===== src/rtl/icache_pkg.sv =====
/*
 * Shared definitions for the private instruction cache
 * - address split and array geometry
 * - tag entry and array request structs
 * - controller state encoding
 */

package icache_pkg;

   //////////////////////////////////////////////////
   // Geometry
   //////////////////////////////////////////////////

   localparam int ADDR_W      = 32;
   localparam int DATA_W      = 128;

   localparam int NB_WAYS     = 4;
   localparam int WAY_IDX_W   = 2;
   localparam int NB_SETS     = 16;
   localparam int SET_W       = 4;

   // Address fields, 16 byte line
   localparam int SET_LSB     = 4;
   localparam int TAG_W       = 7;
   localparam int TAG_LSB     = 8;
   localparam int TAG_ENTRY_W = 8;   // Valid bit plus tag

   localparam logic [7:0] LFSR_SEED = 8'hA5;

   //////////////////////////////////////////////////
   // Types
   //////////////////////////////////////////////////

   typedef logic [NB_WAYS-1:0] way_oh_t;

   typedef struct packed {
      logic             valid;
      logic [TAG_W-1:0] tag;
   } tag_entry_t;

   // One access per cycle to a tag or data array
   typedef struct packed {
      way_oh_t          way_en;   // Ways taking part
      logic             we;       // Write the enabled ways, else read
      logic [SET_W-1:0] set;
   } array_req_t;

   typedef enum logic [3:0] {
      ST_DISABLED,
      ST_BYPASS_DELAY,
      ST_FLUSH_ALL,
      ST_FLUSH_SET,
      ST_IDLE,
      ST_LOOKUP,
      ST_WAIT_GNT,
      ST_WAIT_DONE
   } ctrl_state_e;

endpackage


===== src/rtl/tag_compare.sv =====
/*
 * Tag compare
 * Per way valid and match, hit way index,
 * all valid flag and free way one-hot
 */

module tag_compare
   import icache_pkg::*;
(
   input  tag_entry_t [NB_WAYS-1:0] tag_rdata_i,
   input  logic [TAG_W-1:0]         fetch_tag_i,
   output way_oh_t                  way_match_o,
   output logic [WAY_IDX_W-1:0]     hit_way_o,
   output logic                     all_valid_o,
   output way_oh_t                  first_free_o
);

   way_oh_t way_valid;

   always_comb
   begin
      for (int k = 0; k < NB_WAYS; k++)
      begin
         way_valid[k]   = tag_rdata_i[k].valid;
         way_match_o[k] = tag_rdata_i[k].valid && (tag_rdata_i[k].tag == fetch_tag_i);
      end
   end

   assign all_valid_o = &way_valid;

   // Highest index wins in both scans
   always_comb
   begin
      hit_way_o    = '0;
      first_free_o = '0;
      for (int k = 0; k < NB_WAYS; k++)
      begin
         if (way_match_o[k])
            hit_way_o = WAY_IDX_W'(k);
         if (!way_valid[k])
            first_free_o = way_oh_t'(1 << k);
      end
   end

endmodule


===== config.mk =====
export PLATFORM = sky130hd
export DESIGN_NAME = tag_compare
export DESIGN_NICKNAME = d
export VERILOG_FILES = /design/src/rtl/icache_pkg.sv /design/src/rtl/tag_compare.sv
export SDC_FILE = /design/constraint.sdc
export NUM_CORES = 1
export LEC_CHECK = 0
export ABC_CLOCK_PERIOD_IN_PS = 1120
export BUFFER_PORTS_ARGS = -buffer_cell sky130_fd_sc_hd__clkbuf_2
export CORE_AREA = 2 2 39 41
export DETAILED_ROUTE_END_ITERATION = 10
export DIE_AREA = 0 0 41 43
export PLACE_DENSITY_LB_ADDON = 0.15
export SLEW_MARGIN = 5
export SYNTH_ARGS = -nofsm -noshare
export SYNTH_HDL_FRONTEND = slang
export SYNTH_SLANG_ARGS = --single-unit

===== constraint.sdc =====
create_clock -name vclk -period 1.12
set_clock_uncertainty 0.1 [all_clocks]
set_input_delay 0.224 -clock vclk [all_inputs]
set_output_delay 0.224 -clock vclk [all_outputs]
set_load 0.05 [all_outputs]

==> results of run 1 <==
==> Yosys cell counts <==
cell     number
nand4_2       2
nor2_1        6
o21ai_2       1
inv_1         3
o31ai_2       1
nor4_1        2
xnor2_1      21
xor2_1        7
nand4_1       4
nand3_1       1
nand2_1       2
nor2_2        1
==> metrics by stage <==
| step | hold slack, ns | worst slack, ns | setup TNS [ns] |
|---|---|---|---|
| 2_1_floorplan | 0.4395 | -0.3603 | -1.490 |
| 3_3_place_gp | 0.7971 | -0.6165 | -3.799 |
| 3_5_place_dp | 0.7927 | -0.6307 | -3.932 |
| 4_1_cts | 0.7314 | -0.5425 | -2.663 |
==> what timing repair did <==
| item | 4_1_cts |
|---|---|
| hold endpoints to repair | 0 |
| pin swaps | 22 |
| endpoints found under the setup margin | 11 |
| resized for setup | 50 |
| setup buffers | 0 |
==> kinds of logic after synthesis <==
logic type | synth area share, %
xor gates and xnor gates | 64.26
and+or+nand+nor | 27.21
buffers and inverters | 2.951
AOI/OAI and AO/OA | 5.574
==> results.md, run 1 <==
- Fail Step: global routing (5_1_grt)
- Largest net degree at the start of global routing: 5
- # port buffers: 50
- Placed Cells: 133
- Netlist cell types: 12
- Largest area contributor in the netlist: xnor2_1
- Hold_buf cts: 0
- First error: [ERROR DPL-0033] detailed placement checks failed during check placement.
- Mapped Cells: 51
- Die Wd: 41 um
- Status: stopped before the end
- Worst ep type: output port
- Post-Syn Nets: 90
- # rows: 14
- Ports: 50
- Initial antenna violation count: 0
- RD Place Congestion: 0.7254
- Sequential element share of the synthesized area: 0%
- Synthesized area per cell: 7.483 sq um
- Largest cells by area after synthesis: xnor2_1 48%, xor2_1 16%, nand4_1 6.6%
- Initial core utilization: 27.58%
- Placed Area: 973.4 sq um
- Mapped cell area: 381.6 sq um
- Top cell type's share of synthesized area: 48.20%
- Post-DP HPWL: 1373 um
- Die H: 43 um
- Last worst endpoint in the global-route repair_timing: hit_way_o[0]
- YS warnings: 0
==> run 2: changes to the inputs <==
--- a/config.mk
+++ b/config.mk
@@ -5,11 +5,11 @@
 export SDC_FILE = /design/constraint.sdc
 export NUM_CORES = 1
 export LEC_CHECK = 0
-export ABC_CLOCK_PERIOD_IN_PS = 1120
+export ABC_CLOCK_PERIOD_IN_PS = 1500
 export BUFFER_PORTS_ARGS = -buffer_cell sky130_fd_sc_hd__clkbuf_2
-export CORE_AREA = 2 2 39 41
+export CORE_AREA = 2 2 63 65
 export DETAILED_ROUTE_END_ITERATION = 10
-export DIE_AREA = 0 0 41 43
+export DIE_AREA = 0 0 65 67
 export PLACE_DENSITY_LB_ADDON = 0.15
 export SLEW_MARGIN = 5
 export SYNTH_ARGS = -nofsm -noshare
==> constraint.sdc (replaced) <==
create_clock -name vclk -period 1.5
set_clock_uncertainty 0.1 [all_clocks]
set_input_delay 0.3 -clock vclk [all_inputs]
set_output_delay 0.3 -clock vclk [all_outputs]
set_load 0.05 [all_outputs]
==> results.md, run 2 <==
- Status: finished, violations left
- Failing checks: negative setup slack
- Post-CTS Setup Bufs: 0 (unchanged)
- Hold_buf cts: 0 (unchanged)
- Psw: 0.0001582 W
- CP cell instances: clkbuf_8, xnor2_1, nand4_4, nor2_4, o31ai_4, buf_12
- Register area: 0 sq um
- Clock buffers: 0
- Post-Syn Nets: 90 (unchanged)
- Number of global-route vias before repair: 611
- Delay-heaviest family, CP: simple AND/OR/NAND/NOR gates
- Top cell type's share of synthesized area: 48.20% (unchanged)
- Largest cells by area after synthesis: xnor2_1 48%, xor2_1 16%, nand4_1 6.6%
- CP required: 1.10 ns
- CP Launch Type: input pin
- Final net count: 158
- FMAX: 587.4 MHz
- Final min period: 1.702 ns
- Count leader, synth: xnor2_1
- Number of cells on the worst hold path: 3
- Power density cells: 279.2 nW/um^2
- Hold Fails Final Rpt: 0
- Most frequent cells in the layout: 35 x clkbuf_2, 13 x xnor2_2, 9 x buf_6
- DRC Markers: 0
- Post-DP HPWL: 1600 um (+17%)
- Seq_cells: 0
- Mapped cell area: 381.6 sq um (unchanged)
- Hold_ws: 0.8868 ns
- Critical Path Max Stage Delay: 0.26 ns
- Final period util: 113.5%
- CP max-delay cell: xnor2_1
- Sequential element share of the synthesized area: 0% (unchanged)
- CP Class: input pin to output pin
- Slew @ Worst Pin: 0.2719 ns
- P_leak: 0.5674 nW
- Number of DRC markers in iteration 0: 5
- RSZ-0062 raised after global routing: yes
- Core footprint: 3606 sq um
- P_int: 0.0002019 W
- Vias: 583
- Overflow after GRT: 0
- Bufs and invs on worst path: 2
- Reg power frac: 0%
- RD Place Congestion: 0.7192 (-0.85%)
- Non-Filler Instances: 165
- HP Class: input pin to output pin
- Largest area contributor in the netlist: xnor2_1
- Share of post-route cells with drive strength above 1: 83.76%
- Netlist cell types: 12 (unchanged)
- Initial core utilization: 10.58% (-17 points)
- Die Footprint: 4355 sq um
- Diode count: 0
- Total routing usage reported by global routing: 8.149%
- Placed Cells: 165 (+24%)
- Max-slew violation count: 0
- Leading cell type in the layout, fill and taps excluded: clkbuf_2
- Hold EP: first_free_o[0]
- # port buffers: 50 (unchanged)
- Min-delay src: tag_rdata_i[7]
- Synthesized area per cell: 7.483 sq um (unchanged)
- Fillers: 373
- MaxCap Viol Count: 0
- Final Setup Violations: 6
- Comb pwr share: 100.0%
- First-pass GRT wire length: 2815 um
- Area growth, synth to finish: 238.0%
- Post-route ant nets: 0
- Final worst slack: -0.2023 ns
- YS warnings: 0 (unchanged)
- Initial antenna violation count: 0
- Via density: 3.533
- WL/cell: 11.16 um
- # rows: 22 (+8)
- Routed WL: 1842 um
- Clock network power share: 0%
- Maximum fanout along the worst path: 4
- Net Sw Frac: 43.92%
- Largest net degree at the start of global routing: 5
- DR pass1 iterations: 4
- Mapped Cells: 51 (unchanged)
- Die Wd: 65 um (+59%)
- Crit. End Element: output pin
- Max-slew headroom: 81.74%
- Arr. time, crit path: 1.30 ns
- Max IR drop VDD: 112.6 uV
- Post-synth top cells: 21 x xnor2_1, 7 x xor2_1, 6 x nor2_1
- Die H: 67 um (+56%)
- Ports: 50 (unchanged)
## run 2: cell counts after synthesis
No cell type changed its count.
## run 2: area by class of cell
cell class	instances	area, sq um	share of cell area (%)
inverter	3	18.77	1.455
multi-input combinational	48	636.9	49.37
timing repair buffer	66	574.3	44.52
tap	48	60.06	4.656
## run 2: metrics by stage
stage	util (%)	setup WS (ns)	area [sq um]	setup TNS (ns)	power, W
finish	35.77	-0.2023	1290	-0.8158	0.0003601
floorplan	-	-0.1253	410.4	-0.3266	0.0001078
CTS	30.74	-0.2466	1109	-1.017	0.0002924
global placement	25.40	-0.3581	915.9	-1.698	0.0002340
global route	35.77	-0.3000	1290	-1.294	0.0003866
detailed placement	25.40	-0.3894	915.9	-1.797	0.0002362
## run 2: power by group through the flow
stage | Combinational, W | Clock [W] | Sequential (W)
finish | 0.000360 | 0 | 0
global route | 0.000387 | 0 | 0
CTS | 0.000292 | 0 | 0
detailed placement | 0.000236 | 0 | 0
global placement | 0.000234 | 0 | 0
floorplan | 0.000108 | 0 | 0
## run 2: per-layer routing
layer	global-route usage, %	routed length (um)
met4	0	0
met3	0.6757	90
met1	9.256	681
met2	17.14	1070
met5	0	0
## run 2: worst min-delay path: cells and delay by family
family,cells,cell delay [ns]
buffers and inverters,2,0.33
AND/OR/NAND/NOR,1,0.05
## run 2: logic make-up after synthesis
logic type	after synthesis	synth area share, %
and+or+nand+nor	18	27.21
xor gates and xnor gates	28	64.26
buffers and inverters	3	2.951
AOI/OAI and AO/OA	2	5.574
## run 2: how the worst max path moves through the flow
stage	slack (ns)	start	end	cells past startpoint
final	-0.20	fetch_tag_i[1]	hit_way_o[0]	6
after global routing	-0.30	fetch_tag_i[1]	hit_way_o[1]	6
after CTS	-0.25	tag_rdata_i[30]	hit_way_o[1]	6
after detailed placement	-0.39	fetch_tag_i[0]	hit_way_o[1]	6
after global placement	-0.36	fetch_tag_i[0]	hit_way_o[0]	6
after floorplan	-0.13	tag_rdata_i[31]	hit_way_o[1]	4
## run 2: timing repair
action,in CTS,in global routing
endpoints found under the setup margin,6,6
gates resized for setup,34,34
pin swaps,20,19
Power figures use the tool's default switching activity.
==> run 3: changes to the inputs <==
--- a/config.mk
+++ b/config.mk
@@ -10,8 +10,10 @@
 export CORE_AREA = 2 2 63 65
 export DETAILED_ROUTE_END_ITERATION = 10
 export DIE_AREA = 0 0 65 67
+export MAX_ROUTING_LAYER = met4
 export PLACE_DENSITY_LB_ADDON = 0.15
 export SLEW_MARGIN = 5
 export SYNTH_ARGS = -nofsm -noshare
 export SYNTH_HDL_FRONTEND = slang
 export SYNTH_SLANG_ARGS = --single-unit
+export TNS_END_PERCENT = 5
==> results.md, run 3 (synthesized netlist as in run 2, its figures left out) <==
- Register area: 0 sq um (unchanged)
- Fillers: 396 (+6.2%)
- Non-Filler Instances: 161 (-2.4%)
- Crit path top cell by count: buf_12
- Largest net degree at the start of global routing: 5 (unchanged)
- P_leak: 0.4865 nW (-14%)
- Hold_buf cts: 0 (unchanged)
- Diode count: 0 (unchanged)
- CP Class: input pin to output pin
- Critical Path Max Stage Delay: 0.20 ns (-0.06 ns)
- Final worst slack: -0.2578 ns (-0.05551 ns)
- Placed Cells: 161 (-2.4%)
- Number of cells on the worst hold path: 3 (unchanged)
- Core footprint: 3606 sq um (unchanged)
- DRC Markers: 0 (unchanged)
- Slew @ Worst Pin: 0.2750 ns (+0.003064 ns)
- Post-Place Worst Slack: -0.4342 ns (-0.04483 ns)
- Max IR drop VDD: 104.7 uV (-7.0%)
- First-pass GRT wire length: 2546 um (-9.6%)
- Die Footprint: 4355 sq um (unchanged)
- Post-DP HPWL: 1522 um (-4.9%)
- CP Launch Type: input pin
- Seq_cells: 0 (unchanged)
- Most frequent cells in the layout: 38 x clkbuf_2, 14 x xnor2_1, 9 x buf_4
- Total routing usage reported by global routing: 7.591% (-0.56 points)
- Final net count: 154 (-2.5%)
- Vias: 562 (-3.6%)
- Maximum fanout along the worst path: 3 (-1)
- Bufs and invs on worst path: 3 (+1)
- WL/cell: 10.10 um (-9.5%)
- Via density: 3.491 (-1.2%)
- Crit. End Element: output pin
- Status: finished, violations left
- Initial antenna violation count: 0 (unchanged)
- Post-CTS Setup Bufs: 0 (unchanged)
- Routed WL: 1626 um (-12%)
- Max-slew violation count: 0 (unchanged)
- Initial core utilization: 10.58% (unchanged)
- Power density cells: 262.6 nW/um^2 (-5.9%)
- CP max-delay cell: nor2_4
- Final Setup Violations: 6 (unchanged)
- Ports: 50 (unchanged)
- Die H: 67 um (unchanged)
- # rows: 22 (unchanged)
- FMAX: 568.9 MHz (-3.2%)
- DR pass1 iterations: 4 (unchanged)
- Max-slew headroom: 81.74% (about the same)
- Hold_ws: 0.8797 ns (-0.007175 ns)
- Arr. time, crit path: 1.36 ns (+0.06 ns)
- Final period util: 117.2% (+3.7 points)
- Failing checks: negative setup slack
- Clock buffers: 0 (unchanged)
- HP Class: input pin to output pin
- Share of post-route cells with drive strength above 1: 71.68% (-12 points)
- Number of DRC markers in iteration 0: 3 (-2)
- CP cell instances: clkbuf_8, buf_12, xnor2_1, nand4_2, nor2_4, o31ai_4, buf_12
- Post-route ant nets: 0 (unchanged)
- RD Place Congestion: 0.7522 (+4.6%)
- Number of global-route vias before repair: 577 (-5.6%)
- RSZ-0062 raised after global routing: yes
- Area growth, synth to finish: 181.0%
- Hold EP: first_free_o[0]
- Die Wd: 65 um (unchanged)
- # port buffers: 50 (unchanged)
- Hold Fails Final Rpt: 0 (unchanged)
- Min-delay src: tag_rdata_i[7]
- CP required: 1.10 ns (about the same)
- MaxCap Viol Count: 0 (unchanged)
- Overflow after GRT: 0 (unchanged)
- Setup TNS: -0.9402 ns (-0.1244 ns)
- Leading cell type in the layout, fill and taps excluded: clkbuf_2
- Final min period: 1.758 ns (+0.05551 ns)
- Delay-heaviest family, CP: buffers and inverters
## run 3: cell count changes in the layout (fill, tap and decap cells not counted), sizes merged
cell      before  now
inv            1    2
clkbuf        37   45
buf           29   17
clkinvlp       2    1
## run 3: how the worst max path moves through the flow
stage	slack, ns	start	cells after the start	endpoint
floorplan	-0.17	tag_rdata_i[31]	4	hit_way_o[1]
global placement	-0.40	fetch_tag_i[0]	6	hit_way_o[1]
detailed placement	-0.43	fetch_tag_i[0]	6	hit_way_o[1]
CTS	-0.27	tag_rdata_i[30]	6	hit_way_o[1]
global route	-0.30	fetch_tag_i[0]	7	hit_way_o[0]
finish	-0.26	fetch_tag_i[0]	7	hit_way_o[0]
## run 3: area by class of cell
cell class | count | area [sq um] | area share [%]
repair buffers | 62 | 508.0 | 47.37
multi-input cells | 48 | 489.2 | 45.62
well taps | 48 | 60.06 | 5.601
inverters | 3 | 15.01 | 1.400
## run 3: power breakdown
part           internal (W)  total [W]  switching [W]
clock                     0          0              0
sequential                0          0              0
combinational      0.000155   0.000282       0.000127
total              0.000155   0.000282       0.000127
## run 3: worst min-delay path, delay by kind of cell
| family | cells | cell delay, ns |
|---|---|---|
| and+or+nand+nor | 1 | 0.05 |
| buffers and inverters | 2 | 0.33 |
## run 3: stage by stage
step                      total power [W]  utilization, %  area [sq um]
final                           0.0002816           29.74          1072
after global routing            0.0003027           29.74          1072
after CTS                       0.0002715           28.80          1039
after detailed placement        0.0002301           24.67         889.6
after global placement          0.0002288           24.67         889.6
after floorplan                 0.0001064               -         401.6
## run 3: layer usage
metal | vias to the layer above | wire length [um] | global-route usage (%)
li1 | 293 | - | -
met4 | 0 | 0 | 0
met1 | 244 | 634 | 8.835
met2 | 25 | 871 | 14.95
met5 | - | 0 | -
met3 | 0 | 121 | 0.6757
## run 3: timing repair
| action | 4_1_cts | 5_1_grt |
|---|---|---|
| gates resized for setup | 25 | 4 |
| pin swaps | 16 | 1 |
| endpoints found under the hold margin | 0 | 0 |
| endpoints found under the setup margin | 6 | 6 |
==> run 4: changes to the inputs <==
--- a/config.mk
+++ b/config.mk
@@ -7,6 +7,8 @@
 export LEC_CHECK = 0
 export ABC_CLOCK_PERIOD_IN_PS = 1500
 export BUFFER_PORTS_ARGS = -buffer_cell sky130_fd_sc_hd__clkbuf_2
+export CELL_PAD_IN_SITES_DETAIL_PLACEMENT = 0
+export CELL_PAD_IN_SITES_GLOBAL_PLACEMENT = 1
 export CORE_AREA = 2 2 63 65
 export DETAILED_ROUTE_END_ITERATION = 10
 export DIE_AREA = 0 0 65 67
==> results.md, run 4 (synthesized netlist as in run 2, its figures left out) <==
- Slew @ Worst Pin: 0.2842 ns (+0.009184 ns)
- Fillers: 397 (+0.25%)
- RD Place Congestion: 0.6878 (-8.6%)
- Final worst slack: -0.2480 ns (+0.009819 ns)
- Seq_cells: 0 (unchanged)
- CP Launch Type: input pin
- Clock buffers: 0 (unchanged)
- Final Setup Violations: 6 (unchanged)
- Final period util: 116.5% (-0.65 points)
- Area growth, synth to finish: 171.8%
- Post-DP HPWL: 1603 um (+5.3%)
- Overflow after GRT: 0 (unchanged)
- Hold_buf cts: 0 (unchanged)
- FMAX: 572.1 MHz (+0.56%)
- CP required: 1.10 ns (about the same)
- Final min period: 1.748 ns (-0.009819 ns)
- Vias: 572 (+1.8%)
- WL met1: 730 um (+15%)
- Power density cells: 260.9 nW/um^2 (-0.64%)
- Hold Fails Final Rpt: 0 (unchanged)
- Post-route ant nets: 0 (unchanged)
- Routed WL: 1717 um (+5.6%)
- Hold EP: first_free_o[1]
- Final Cell Area: 1037 sq um (-3.3%)
- CP Class: input pin to output pin
- Setup TNS: -1.238 ns (-0.2981 ns)
- Diode count: 0 (unchanged)
- Register area: 0 sq um (unchanged)
- Min-delay src: tag_rdata_i[15]
- Placed Area: 847.1 sq um (-4.8%)
- Die H: 67 um (unchanged)
- Max-slew violation count: 0 (unchanged)
- Area of the multi-input gates: 476.7 sq um (-2.6%)
- DR pass1 iterations: 2 (-2)
- Via density: 3.446 (-1.3%)
- Arr. time, crit path: 1.35 ns (about the same)
- Initial antenna violation count: 0 (unchanged)
- Share of post-route cells with drive strength above 1: 73.73% (+2.0 points)
- Ports: 50 (unchanged)
- Leading cell type in the layout, fill and taps excluded: clkbuf_2
- Die Wd: 65 um (unchanged)
- MaxCap Viol Count: 0 (unchanged)
- # rows: 22 (unchanged)
- Most frequent cells in the layout: 41 x clkbuf_2, 15 x buf_4, 13 x xnor2_1
- P_leak: 0.4914 nW (+1.0%)
- Met3 wire length: 133 um (+9.9%)
- Max-slew headroom: 81.13% (-0.61 points)
- Total routing usage reported by global routing: 7.923% (+0.33 points)
- DRC Markers: 0 (unchanged)
- Largest net degree at the start of global routing: 5 (unchanged)
- Number of DRC markers in iteration 0: 7 (+4)
- Max IR drop VDD: 65.09 uV (-38%)
- Crit. End Element: output pin
- Final core utilization: 28.76% (-0.97 points)
- Die Footprint: 4355 sq um (unchanged)
- # port buffers: 50 (unchanged)
- Top layer in use: met3
- Status: finished, violations left
- Failing checks: negative setup slack
- Number of global-route vias before repair: 612 (+6.1%)
- RSZ-0062 raised after global routing: yes
- HP Class: input pin to output pin
- WL/cell: 10.34 um (+2.4%)
- First-pass GRT wire length: 2615 um (+2.7%)
- Maximum fanout along the worst path: 3 (unchanged)
- Core footprint: 3606 sq um (unchanged)
- Number of cells on the worst hold path: 3 (unchanged)
- Initial core utilization: 10.58% (unchanged)
- Met2 wire length: 853 um (-2.1%)
- Final net count: 159 (+3.2%)
==> run 4: cell types whose count changed in the layout (fill, tap and decap cells not counted), moves of 2 or more <==
cell and delta:
buf_12 -5, buf_4 +6, xnor2_2 +2, buf_8 +3
clkbuf_8 -2, clkbuf_2 +3
==> run 4: cell type report <==
cell class / instances / share of cell area, %
multi-input combinational: 48 / 45.96
tap: 48 / 5.790
timing repair buffer: 67 / 46.80
inverter: 3 / 1.448
==> run 4: worst max path at each step <==
stage / startpoint / end / slack (ns) / depth (start not counted)
finish: fetch_tag_i[1] / way_match_o[0] / -0.25 / 8
global route: fetch_tag_i[5] / hit_way_o[0] / -0.31 / 6
CTS: fetch_tag_i[6] / hit_way_o[0] / -0.26 / 6
detailed placement: fetch_tag_i[5] / hit_way_o[0] / -0.47 / 6
global placement: fetch_tag_i[5] / hit_way_o[0] / -0.38 / 6
floorplan: tag_rdata_i[31] / hit_way_o[1] / -0.17 / 4
==> run 4: report_power, final <==
group	switching (W)	internal (W)
clock	0	0
combinational	0.000124	0.000146
sequential	0	0
==> run 4: critical path, cell delays in order <==
cell     delay, ns
buf_8         0.10
buf_6         0.11
buf_4         0.12
buf_4         0.12
xnor2_1       0.14
nand4_1       0.15
nor2_2        0.16
buf_12        0.15
==> run 4: per-stage QoR <==
| step | power [W] | instances | setup slack, ns | hold slack, ns |
|---|---|---|---|---|
| finish | 0.0002706 | 166 | -0.2480 | 0.8730 |
| detailed placement | 0.0002319 | 165 | -0.4685 | 0.8762 |
| CTS | 0.0002686 | 165 | -0.2618 | 0.8782 |
| global route | 0.0002932 | 166 | -0.3083 | 0.8941 |
| global placement | 0.0002304 | 165 | -0.3805 | 0.8656 |
| floorplan | 0.0001064 | 51 | -0.1735 | 0.6713 |
==> run 4: repair_timing <==
action | CTS | global route
buffers inserted | 0 | 1
setup endpoints to repair | 6 | 6
resized for setup | 27 | 8
pin swaps | 11 | 5
==> run 4: routing by layer <==
metal | vias up | track usage [%]
li1 | 303 | -
met1 | 239 | 8.844
met2 | 30 | 15.85
met3 | 0 | 1.014
met4 | 0 | 0
met5 | - | -
